**src/logic/rob_pkg.sv**
```systemverilog
// sizes shared by the reorder buffer RTL and its testbench, imported where needed
package rob_pkg;

	// buffer geometry
	localparam int rob_depth = 8;
	localparam int rob_index_width = 3; // tag and pointer bits
	localparam int rob_count_width = 4; // occupancy runs 0 to rob_depth

	localparam int pc_width = 64;

	// destination register numbers
	localparam int arch_reg_width = 5;
	localparam int phys_reg_width = 6; // 64-entry physical register file

endpackage

```
**src/logic/rob_pointers.sv**
```systemverilog
// head, tail and occupancy of the reorder buffer; decides dispatch acceptance and hands out tags
`timescale 1ns/100ps

module rob_pointers
(
	input logic clock,
	input logic reset,
	input logic inst1_load,
	input logic inst2_load,
	input logic [1:0] commit_count, // entries leaving at the head this cycle
	input logic flush,
	output logic [rob_pkg::rob_index_width-1:0] head,
	output logic [rob_pkg::rob_index_width-1:0] tail,
	output logic full,
	output logic [rob_pkg::rob_index_width-1:0] inst1_tag,
	output logic [rob_pkg::rob_index_width-1:0] inst2_tag,
	output logic inst1_write,
	output logic inst2_write,
	output logic [1:0] dispatch_count
);
	import rob_pkg::*;

	logic [rob_count_width-1:0] count;
	logic [rob_index_width-1:0] next_head;

	// full as soon as fewer than two slots are free
	assign full = count >= rob_count_width'(rob_depth - 1);

	// a committing mispredict kills this cycle's dispatch
	assign inst1_write = inst1_load && !full && !flush;
	assign inst2_write = inst1_write && inst2_load;
	assign dispatch_count = {1'b0, inst1_write} + {1'b0, inst2_write};

	assign inst1_tag = tail;
	assign inst2_tag = tail + 1'b1; // wraps with the pointer
	assign next_head = head + rob_index_width'(commit_count);

	always_ff @(posedge clock)
	begin
		if (reset)
		begin
			head <= '0;
			tail <= '0;
			count <= '0;
		end
		else
		begin
			head <= next_head;
			if (flush)
			begin
				// everything younger than the branch is gone
				tail <= next_head;
				count <= '0;
			end
			else
			begin
				tail <= tail + rob_index_width'(dispatch_count);
				count <= count + rob_count_width'(dispatch_count)
					- rob_count_width'(commit_count);
			end
		end
	end

	assert property (@(posedge clock) disable iff (reset) count <= rob_count_width'(rob_depth))
	else $error("occupancy %0d above depth", count);

	// commit never takes more entries than the buffer holds
	assert property (@(posedge clock) disable iff (reset)
		rob_count_width'(commit_count) <= count)
	else $error("commit of %0d entries with occupancy %0d", commit_count, count);

endmodule

```
**src/logic/rob_entries.sv**
```systemverilog
// storage of the eight reorder buffer entries, written by dispatch, completion and commit
`timescale 1ns/100ps

module rob_entries
(
	input logic clock,
	input logic reset,
	input logic [rob_pkg::rob_index_width-1:0] tail,
	input logic inst1_write,
	input logic inst2_write,
	input logic [rob_pkg::pc_width-1:0] inst1_pc,
	input logic [rob_pkg::arch_reg_width-1:0] inst1_arch_dest,
	input logic [rob_pkg::phys_reg_width-1:0] inst1_phys_dest,
	input logic inst1_is_branch,
	input logic [rob_pkg::pc_width-1:0] inst2_pc,
	input logic [rob_pkg::arch_reg_width-1:0] inst2_arch_dest,
	input logic [rob_pkg::phys_reg_width-1:0] inst2_phys_dest,
	input logic inst2_is_branch,
	input logic fu1_done,
	input logic [rob_pkg::rob_index_width-1:0] fu1_tag,
	input logic fu1_mispredict,
	input logic [rob_pkg::pc_width-1:0] fu1_target_pc,
	input logic fu2_done,
	input logic [rob_pkg::rob_index_width-1:0] fu2_tag,
	input logic fu2_mispredict,
	input logic [rob_pkg::pc_width-1:0] fu2_target_pc,
	input logic [rob_pkg::rob_index_width-1:0] head,
	input logic [1:0] commit_count,
	input logic flush,
	output logic head_valid,
	output logic head_done,
	output logic [rob_pkg::pc_width-1:0] head_pc,
	output logic [rob_pkg::pc_width-1:0] head_target_pc,
	output logic head_is_branch,
	output logic head_mispredict,
	output logic [rob_pkg::arch_reg_width-1:0] head_arch_dest,
	output logic [rob_pkg::phys_reg_width-1:0] head_phys_dest,
	output logic next_valid,
	output logic next_done,
	output logic [rob_pkg::pc_width-1:0] next_pc,
	output logic [rob_pkg::pc_width-1:0] next_target_pc,
	output logic next_is_branch,
	output logic next_mispredict,
	output logic [rob_pkg::arch_reg_width-1:0] next_arch_dest,
	output logic [rob_pkg::phys_reg_width-1:0] next_phys_dest
);
	import rob_pkg::*;

	logic [rob_depth-1:0] valid;
	logic [rob_depth-1:0] done;
	logic [rob_depth-1:0] mispredict;
	logic [rob_depth-1:0] is_branch;
	logic [pc_width-1:0] pc [rob_depth];
	logic [pc_width-1:0] target_pc [rob_depth];
	logic [arch_reg_width-1:0] arch_dest [rob_depth];
	logic [phys_reg_width-1:0] phys_dest [rob_depth];

	logic [rob_index_width-1:0] head_plus_one;
	logic [rob_index_width-1:0] tail_plus_one;
	logic [rob_depth-1:0] write1, write2, retire, fu1_hit, fu2_hit;

	assign head_plus_one = head + 1'b1;
	assign tail_plus_one = tail + 1'b1;

	// per-entry strobes
	always_comb
	begin
		for (int i = 0; i < rob_depth; i++)
		begin
			write1[i] = inst1_write && tail == rob_index_width'(i);
			write2[i] = inst2_write && tail_plus_one == rob_index_width'(i);
			retire[i] = (commit_count != 2'd0 && head == rob_index_width'(i))
				|| (commit_count == 2'd2 && head_plus_one == rob_index_width'(i));
			fu1_hit[i] = fu1_done && fu1_tag == rob_index_width'(i) && valid[i]; // stale tags dropped
			fu2_hit[i] = fu2_done && fu2_tag == rob_index_width'(i) && valid[i];
		end
	end

	always_ff @(posedge clock)
	begin
		if (reset)
		begin
			valid <= '0;
			done <= '0;
		end
		else
		begin
			for (int i = 0; i < rob_depth; i++)
			begin
				if (flush)
					valid[i] <= 1'b0;
				else if (write1[i] || write2[i])
					valid[i] <= 1'b1;
				else if (retire[i])
					valid[i] <= 1'b0;

				if (write1[i] || write2[i])
					done[i] <= 1'b0;
				else if (fu1_hit[i] || fu2_hit[i])
					done[i] <= 1'b1;
			end
		end
	end

	always_ff @(posedge clock)
	begin
		for (int i = 0; i < rob_depth; i++)
		begin
			if (write1[i])
			begin
				pc[i] <= inst1_pc;
				arch_dest[i] <= inst1_arch_dest;
				phys_dest[i] <= inst1_phys_dest;
				is_branch[i] <= inst1_is_branch;
				mispredict[i] <= 1'b0;
			end
			else if (write2[i])
			begin
				pc[i] <= inst2_pc;
				arch_dest[i] <= inst2_arch_dest;
				phys_dest[i] <= inst2_phys_dest;
				is_branch[i] <= inst2_is_branch;
				mispredict[i] <= 1'b0;
			end
			else if (fu1_hit[i])
			begin
				mispredict[i] <= fu1_mispredict;
				target_pc[i] <= fu1_target_pc;
			end
			else if (fu2_hit[i])
			begin
				mispredict[i] <= fu2_mispredict;
				target_pc[i] <= fu2_target_pc;
			end
		end
	end

	// the two oldest entries go to commit select
	assign head_valid = valid[head];
	assign head_done = done[head];
	assign head_pc = pc[head];
	assign head_target_pc = target_pc[head];
	assign head_is_branch = is_branch[head];
	assign head_mispredict = mispredict[head];
	assign head_arch_dest = arch_dest[head];
	assign head_phys_dest = phys_dest[head];
	assign next_valid = valid[head_plus_one];
	assign next_done = done[head_plus_one];
	assign next_pc = pc[head_plus_one];
	assign next_target_pc = target_pc[head_plus_one];
	assign next_is_branch = is_branch[head_plus_one];
	assign next_mispredict = mispredict[head_plus_one];
	assign next_arch_dest = arch_dest[head_plus_one];
	assign next_phys_dest = phys_dest[head_plus_one];

	// the units never finish the same instruction in one cycle
	assert property (@(posedge clock) disable iff (reset)
		fu1_done && fu2_done |-> fu1_tag != fu2_tag)
	else $error("both units reported tag %0d", fu1_tag);

endmodule

```
**src/logic/rob_commit_select.sv**
```systemverilog
// picks the committing entries at the head of the reorder buffer and raises the flush for the top level
`timescale 1ns/100ps

module rob_commit_select
(
	input logic head_valid,
	input logic head_done,
	input logic [rob_pkg::pc_width-1:0] head_pc,
	input logic [rob_pkg::pc_width-1:0] head_target_pc,
	input logic head_is_branch,
	input logic head_mispredict,
	input logic [rob_pkg::arch_reg_width-1:0] head_arch_dest,
	input logic [rob_pkg::phys_reg_width-1:0] head_phys_dest,
	input logic next_valid,
	input logic next_done,
	input logic [rob_pkg::pc_width-1:0] next_pc,
	input logic [rob_pkg::pc_width-1:0] next_target_pc,
	input logic next_is_branch,
	input logic next_mispredict,
	input logic [rob_pkg::arch_reg_width-1:0] next_arch_dest,
	input logic [rob_pkg::phys_reg_width-1:0] next_phys_dest,
	output logic [1:0] commit_count,
	output logic flush,
	output logic commit1_valid,
	output logic [rob_pkg::pc_width-1:0] commit1_pc,
	output logic [rob_pkg::pc_width-1:0] commit1_target_pc,
	output logic commit1_is_branch,
	output logic commit1_mispredict,
	output logic [rob_pkg::arch_reg_width-1:0] commit1_arch_dest,
	output logic [rob_pkg::phys_reg_width-1:0] commit1_phys_dest,
	output logic commit2_valid,
	output logic [rob_pkg::pc_width-1:0] commit2_pc,
	output logic [rob_pkg::pc_width-1:0] commit2_target_pc,
	output logic commit2_is_branch,
	output logic commit2_mispredict,
	output logic [rob_pkg::arch_reg_width-1:0] commit2_arch_dest,
	output logic [rob_pkg::phys_reg_width-1:0] commit2_phys_dest
);
	import rob_pkg::*;

	always_comb
	begin
		commit1_valid = head_valid && head_done;
		commit1_mispredict = commit1_valid && head_is_branch && head_mispredict;
		// nothing behind a redirecting branch may retire
		commit2_valid = commit1_valid && !commit1_mispredict && next_valid && next_done;
		commit2_mispredict = commit2_valid && next_is_branch && next_mispredict;

		flush = commit1_mispredict || commit2_mispredict;
		commit_count = commit2_valid ? 2'd2 : {1'b0, commit1_valid};

		// slot payloads are zero when the slot is idle
		commit1_pc = commit1_valid ? head_pc : '0;
		commit1_target_pc = commit1_valid ? head_target_pc : '0;
		commit1_is_branch = commit1_valid && head_is_branch;
		commit1_arch_dest = commit1_valid ? head_arch_dest : '0;
		commit1_phys_dest = commit1_valid ? head_phys_dest : '0;

		commit2_pc = commit2_valid ? next_pc : '0;
		commit2_target_pc = commit2_valid ? next_target_pc : '0;
		commit2_is_branch = commit2_valid && next_is_branch;
		commit2_arch_dest = commit2_valid ? next_arch_dest : '0;
		commit2_phys_dest = commit2_valid ? next_phys_dest : '0;

		// the entry behind the head is only ever valid with the head itself valid
		assert (!next_valid || head_valid)
		else $error("entry behind the head valid while the head is empty");
	end

endmodule

```
**src/logic/rob.sv**
```systemverilog
// reorder buffer top level for one thread, two-wide dispatch, completion and commit
`timescale 1ns/100ps

module rob
(
	input logic clock,
	input logic reset,
	input logic inst1_load,
	input logic [rob_pkg::pc_width-1:0] inst1_pc,
	input logic [rob_pkg::arch_reg_width-1:0] inst1_arch_dest,
	input logic [rob_pkg::phys_reg_width-1:0] inst1_phys_dest,
	input logic inst1_is_branch,
	input logic inst2_load, // only together with inst1_load
	input logic [rob_pkg::pc_width-1:0] inst2_pc,
	input logic [rob_pkg::arch_reg_width-1:0] inst2_arch_dest,
	input logic [rob_pkg::phys_reg_width-1:0] inst2_phys_dest,
	input logic inst2_is_branch,
	input logic fu1_done,
	input logic [rob_pkg::rob_index_width-1:0] fu1_tag,
	input logic fu1_mispredict,
	input logic [rob_pkg::pc_width-1:0] fu1_target_pc,
	input logic fu2_done,
	input logic [rob_pkg::rob_index_width-1:0] fu2_tag,
	input logic fu2_mispredict,
	input logic [rob_pkg::pc_width-1:0] fu2_target_pc,
	output logic full,
	output logic [rob_pkg::rob_index_width-1:0] inst1_tag,
	output logic [rob_pkg::rob_index_width-1:0] inst2_tag,
	output logic commit1_valid,
	output logic [rob_pkg::pc_width-1:0] commit1_pc,
	output logic [rob_pkg::pc_width-1:0] commit1_target_pc,
	output logic commit1_is_branch,
	output logic commit1_mispredict,
	output logic [rob_pkg::arch_reg_width-1:0] commit1_arch_dest,
	output logic [rob_pkg::phys_reg_width-1:0] commit1_phys_dest,
	output logic commit2_valid,
	output logic [rob_pkg::pc_width-1:0] commit2_pc,
	output logic [rob_pkg::pc_width-1:0] commit2_target_pc,
	output logic commit2_is_branch,
	output logic commit2_mispredict,
	output logic [rob_pkg::arch_reg_width-1:0] commit2_arch_dest,
	output logic [rob_pkg::phys_reg_width-1:0] commit2_phys_dest
);
	import rob_pkg::*;

	// pointer block outputs
	logic [rob_index_width-1:0] head;
	logic [rob_index_width-1:0] tail;
	logic inst1_write;
	logic inst2_write;

	// commit decision back to the pointers and entries
	logic [1:0] commit_count;
	logic flush;

	// the two oldest entries
	logic head_valid, head_done, head_is_branch, head_mispredict;
	logic [pc_width-1:0] head_pc;
	logic [pc_width-1:0] head_target_pc;
	logic [arch_reg_width-1:0] head_arch_dest;
	logic [phys_reg_width-1:0] head_phys_dest;
	logic next_valid, next_done, next_is_branch, next_mispredict;
	logic [pc_width-1:0] next_pc;
	logic [pc_width-1:0] next_target_pc;
	logic [arch_reg_width-1:0] next_arch_dest;
	logic [phys_reg_width-1:0] next_phys_dest;

	// ports connect by name and the dispatch count stays inside the pointers
	rob_pointers u_pointers (.dispatch_count(), .*);

	rob_entries u_entries (.*);

	rob_commit_select u_commit_select (.*);

endmodule

```
**config.mk**
```make
export PLATFORM = sky130hd
export DESIGN_NAME = rob
export DESIGN_NICKNAME = d
export VERILOG_FILES = /design/src/logic/rob_pkg.sv /design/src/logic/rob_pointers.sv /design/src/logic/rob_entries.sv /design/src/logic/rob_commit_select.sv /design/src/logic/rob.sv
export SDC_FILE = /design/constraint.sdc
export NUM_CORES = 2
export LEC_CHECK = 0
export BUFFER_PORTS_ARGS = -buffer_cell sky130_fd_sc_hd__buf_4
export CORE_ASPECT_RATIO = 0.9
export CORE_MARGIN = 2
export CORE_UTILIZATION = 25
export CTS_CLUSTER_SIZE = 16
export DETAILED_ROUTE_END_ITERATION = 7
export GPL_ROUTABILITY_DRIVEN = 0
export SYNTH_ARGS = -nofsm -noshare
export SYNTH_HDL_FRONTEND = slang
export SYNTH_SLANG_ARGS = --single-unit
export TNS_END_PERCENT = 1
```
**constraint.sdc**
```tcl
create_clock -name clock -period 10.6 [get_ports clock]
set_input_delay 1.59 -clock clock [delete_from_list [all_inputs] [get_ports clock]]
set_output_delay 1.59 -clock clock [all_outputs]
set_load 0.01 [all_outputs]
```
==> metrics.md <==
| Metric | Value |
|---|---|
| Tightest Pin Transition | 1190 ps |
| Nets | 5020 |
| Hold Buf Count CTS | 0 |
| CP required | 9010 ps |
| Crit path launch type | flip-flop |
| # IOs | 585 |
| Worst path bufs/invs | 3 |
| Post-CTS Repair Setup Buffers | 0 |
| WP data arrival | 6090 ps |
| Post-Layout Cell Count | 8379 |
| Syn Nets | 4533 |
| CP peak stage delay | 950 ps |
| EDFF count, synth | 1120 |
| Crit-path leading delay family | buffers and inverters |
| MaxCap Viol Count | 0 |
| Root Buffer | clkbuf_16 |
| Worst Clk Skew | 48.2 ps |
| Final Util | 30.1% |
| Final min period | 7680 ps |
| Worst path depth | 8 |
| Area leader, netlist | edfxtp_1 |
| First-pass GRT wire length | 337 mm |
| Worst R2R End | u_entries.target_pc[2][12] |
| PwrDens | 143 nW/µm² |
| Num rows | 180 |
| IO Port Bufs | 584 |
| Area contributors post-synth | edfxtp_1 50%, mux4_2 19%, mux2_2 18% |
| Vias | 43600 |
| Tcrit/Tclk final | 72.4% |
| Final setup fails | 0 |
| Routed vias/inst | 5.20 |
| Peak supply drop | 105 µV |
| Pin count of the biggest net entering global routing | 127 |
| Leakage | 0.0263 µW |
| Hold-critical path depth | 2 |
| Crit path max fanout | 116 |
| Total Die Area | 273000 µm² |
| Sink Count | 1154 |
| Critical path's slowest cell | buf_4 |
| Synth Warn # | 0 |
| Distinct cells, synth | 51 |
| Total core area | 267000 µm² |
| Num CTS Buffers | 146 |
| Dpl cells | 8102 |
| WL per Instance | 28.9 µm |
| DRT antenna net count | 0 |
| Final worst slack | 2920 ps |
| H-tree depth | 4 |
| Half-perimeter wire length after placement | 147 mm |
| Final WL | 242 mm |
| Area after DPL | 75700 µm² |
| Register bit total from synthesis | 1154 |
| Vias in the first global route | 44200 |
| Critical path type | flip-flop to primary output |
| Drt pass-1 iters | 6 |
| Starting density of the core | 25.1% |
| Finished Cell Area | 80300 µm² |
| Status | finished, final reports clean |
| Synth-to-Final Area Change | 19.7% |
| Worst-path clk slew | 60 ps |
| DRC | 0 |
| R2R Path Start | u_pointers.head[0] |
| Synth top cells by count | 1120 x edfxtp_1, 1060 x mux2_2, 567 x mux4_2 |
| Min-delay src | u_entries.done[6] |
| Critical path, cell by cell | ha_1 -> ha_4 -> buf_12 -> buf_4 -> mux4_2 -> mux2i_1 -> nor2_1 -> buf_4 |
| Most used flip-flop cell after synthesis | edfxtp_1 |
| Latest clock arrival within the worst-skew pair | 820 ps |
| Total grt overflow | 0 |
| Cells after Synth | 4214 |
| HP Class | flip-flop to flip-flop |
| Ratio of cells with drive above 1 in the final layout | 54.1% |
| DP Worst Slack | 3760 ps |
| CTS resizes | 0 |
| Synth Cell Area | 67200 µm² |
| Top-count cell post-synth | edfxtp_1 |
| Unrepaired setup endpoints after global routing | false |
| Clock Path Buffers | 4 |
| Fraction of registers with async set/reset | 0% |
| Drt initial violations | 4679 |
| Flop2flop setup slack | 3780 ps |
| Max-Slew Margin vs Limit | 20.4% |
| CP Capture Type | primary output |
| Most frequent cell on the critical path | buf_4 |
| Die width | 550 µm |
| F_max | 0.130 GHz |
| Synth top area share | 50.1% |
| Tot GR Track Use | 17.2% |
| Seq/Total Area, Yosys | 51.1% |
| Hold path endpoint | u_entries.done[6] |
| Register-to-Register Path Depth | 11 |
| Final Hold Viols | 0 |
| Setup TNS | 0 ps |
| Die extent in y | 496 µm |
| Post-Syn Area per Cell | 15.9 µm² |
| CTS tree | built |
| Pins Over Slew Limit | 0 |
| Initial antenna violation count | 54 |
==> layout make-up <==
| type | instances | area, µm² |
|---|---|---|
| Antenna cell | 32 | 80.1 |
| Clock buffer | 177 | 3820 |
| Clock inverter | 68 | 709 |
| Fill cell | 26600 | 187000 |
| Inverter | 23 | 93.8 |
| Multi-Input combinational cell | 2701 | 31700 |
| Sequential cell | 1154 | 34300 |
| Tap cell | 3549 | 4440 |
| Timing Repair Buffer | 675 | 5200 |
==> tightest hold or removal path, stage by stage, from the launching register on <==
cell and delay (ps):
dfxtp_1 320, nor2_1 100, nor3_1 50
==> layout by cell type (no fill, tap or decap), drive strengths merged, types with 2 or more instances in the layout <==
cell type  instances
a2111oi            5
a211oi            14
a21boi             4
a21o               4
a21oi            177
a32o               2
a32oi              2
and2               3
and3               6
buf              675
bufinv            13
clkbuf           177
clkinv            49
dfxtp             34
diode             32
edfxtp          1120
fa                 4
ha                21
inv               28
mux2            1120
mux2i            149
mux4             567
nand2            324
nand2b             5
nand3             29
nand4              8
nor2             172
nor2b             13
nor3              12
nor3b              3
nor4               2
o21a              12
o21ai             24
o221a              2
o311ai             2
o31ai              2
xor2               4
==> stage by stage <==
step	hold slack (ps)	power (µW)
final	512	11500
after global routing	526	11800
after CTS	513	11500
after detailed placement	501	6670
after global placement	504	6640
after floorplan	481	6150
==> report_power, final <==
part	switching [µW]	leakage, µW	internal [µW]	total, µW
Sequential	99.1	0.0104	5260	5360
Combinational	662	0.0136	558	1220
Clock	1990	0.00222	2880	4870
==> layer usage <==
layer	GRT usage, %	share of wire [%]
met4	6.02	3.3
met1	23.4	42
met3	3.35	7.8
met5	0	0.091
met2	27.1	47
==> flip-flops by register name, indices dropped and copies added (netlist names) <==
signal                count
u_pointers.head           3
u_pointers.count          4
u_entries.arch_dest      40
u_entries.valid           8
u_entries.done            8
u_entries.target_pc     512
u_entries.phys_dest      48
u_entries.mispredict      8
u_pointers.inst1_tag      3
u_entries.is_branch       8
u_entries.pc            512
==> cells by family (layout without fill, tap and decap cells) <==
kind of cell	count (synthesis)	after routing	share of synthesized area, %
XOR/XNOR	4	4	0.0522
multiplexers	1836	1836	40.4
other	0	32	0
AND/OR/NAND/NOR	583	583	3.53
adder cells (fa/ha/maj)	25	25	0.511
buffers and inverters	359	943	2.29
flip-flops	1154	1154	51.1
AO/OA/AOI/OAI	253	253	2.17
==> worst max path at each step <==
| stage | start | endpoint | slack (ps) |
|---|---|---|---|
| after floorplan | u_pointers.head[0] | u_entries.target_pc[0][0] | -770 |
| after global placement | u_pointers.head[0] | commit2_arch_dest[1] | 3850 |
| after detailed placement | u_pointers.head[0] | commit2_arch_dest[1] | 3760 |
| after CTS | u_pointers.head[0] | commit2_arch_dest[1] | 2880 |
| after global routing | u_pointers.head[0] | commit2_arch_dest[1] | 2720 |
| final | u_pointers.head[0] | commit2_arch_dest[1] | 2920 |
Power figures use the tool's default switching activity.
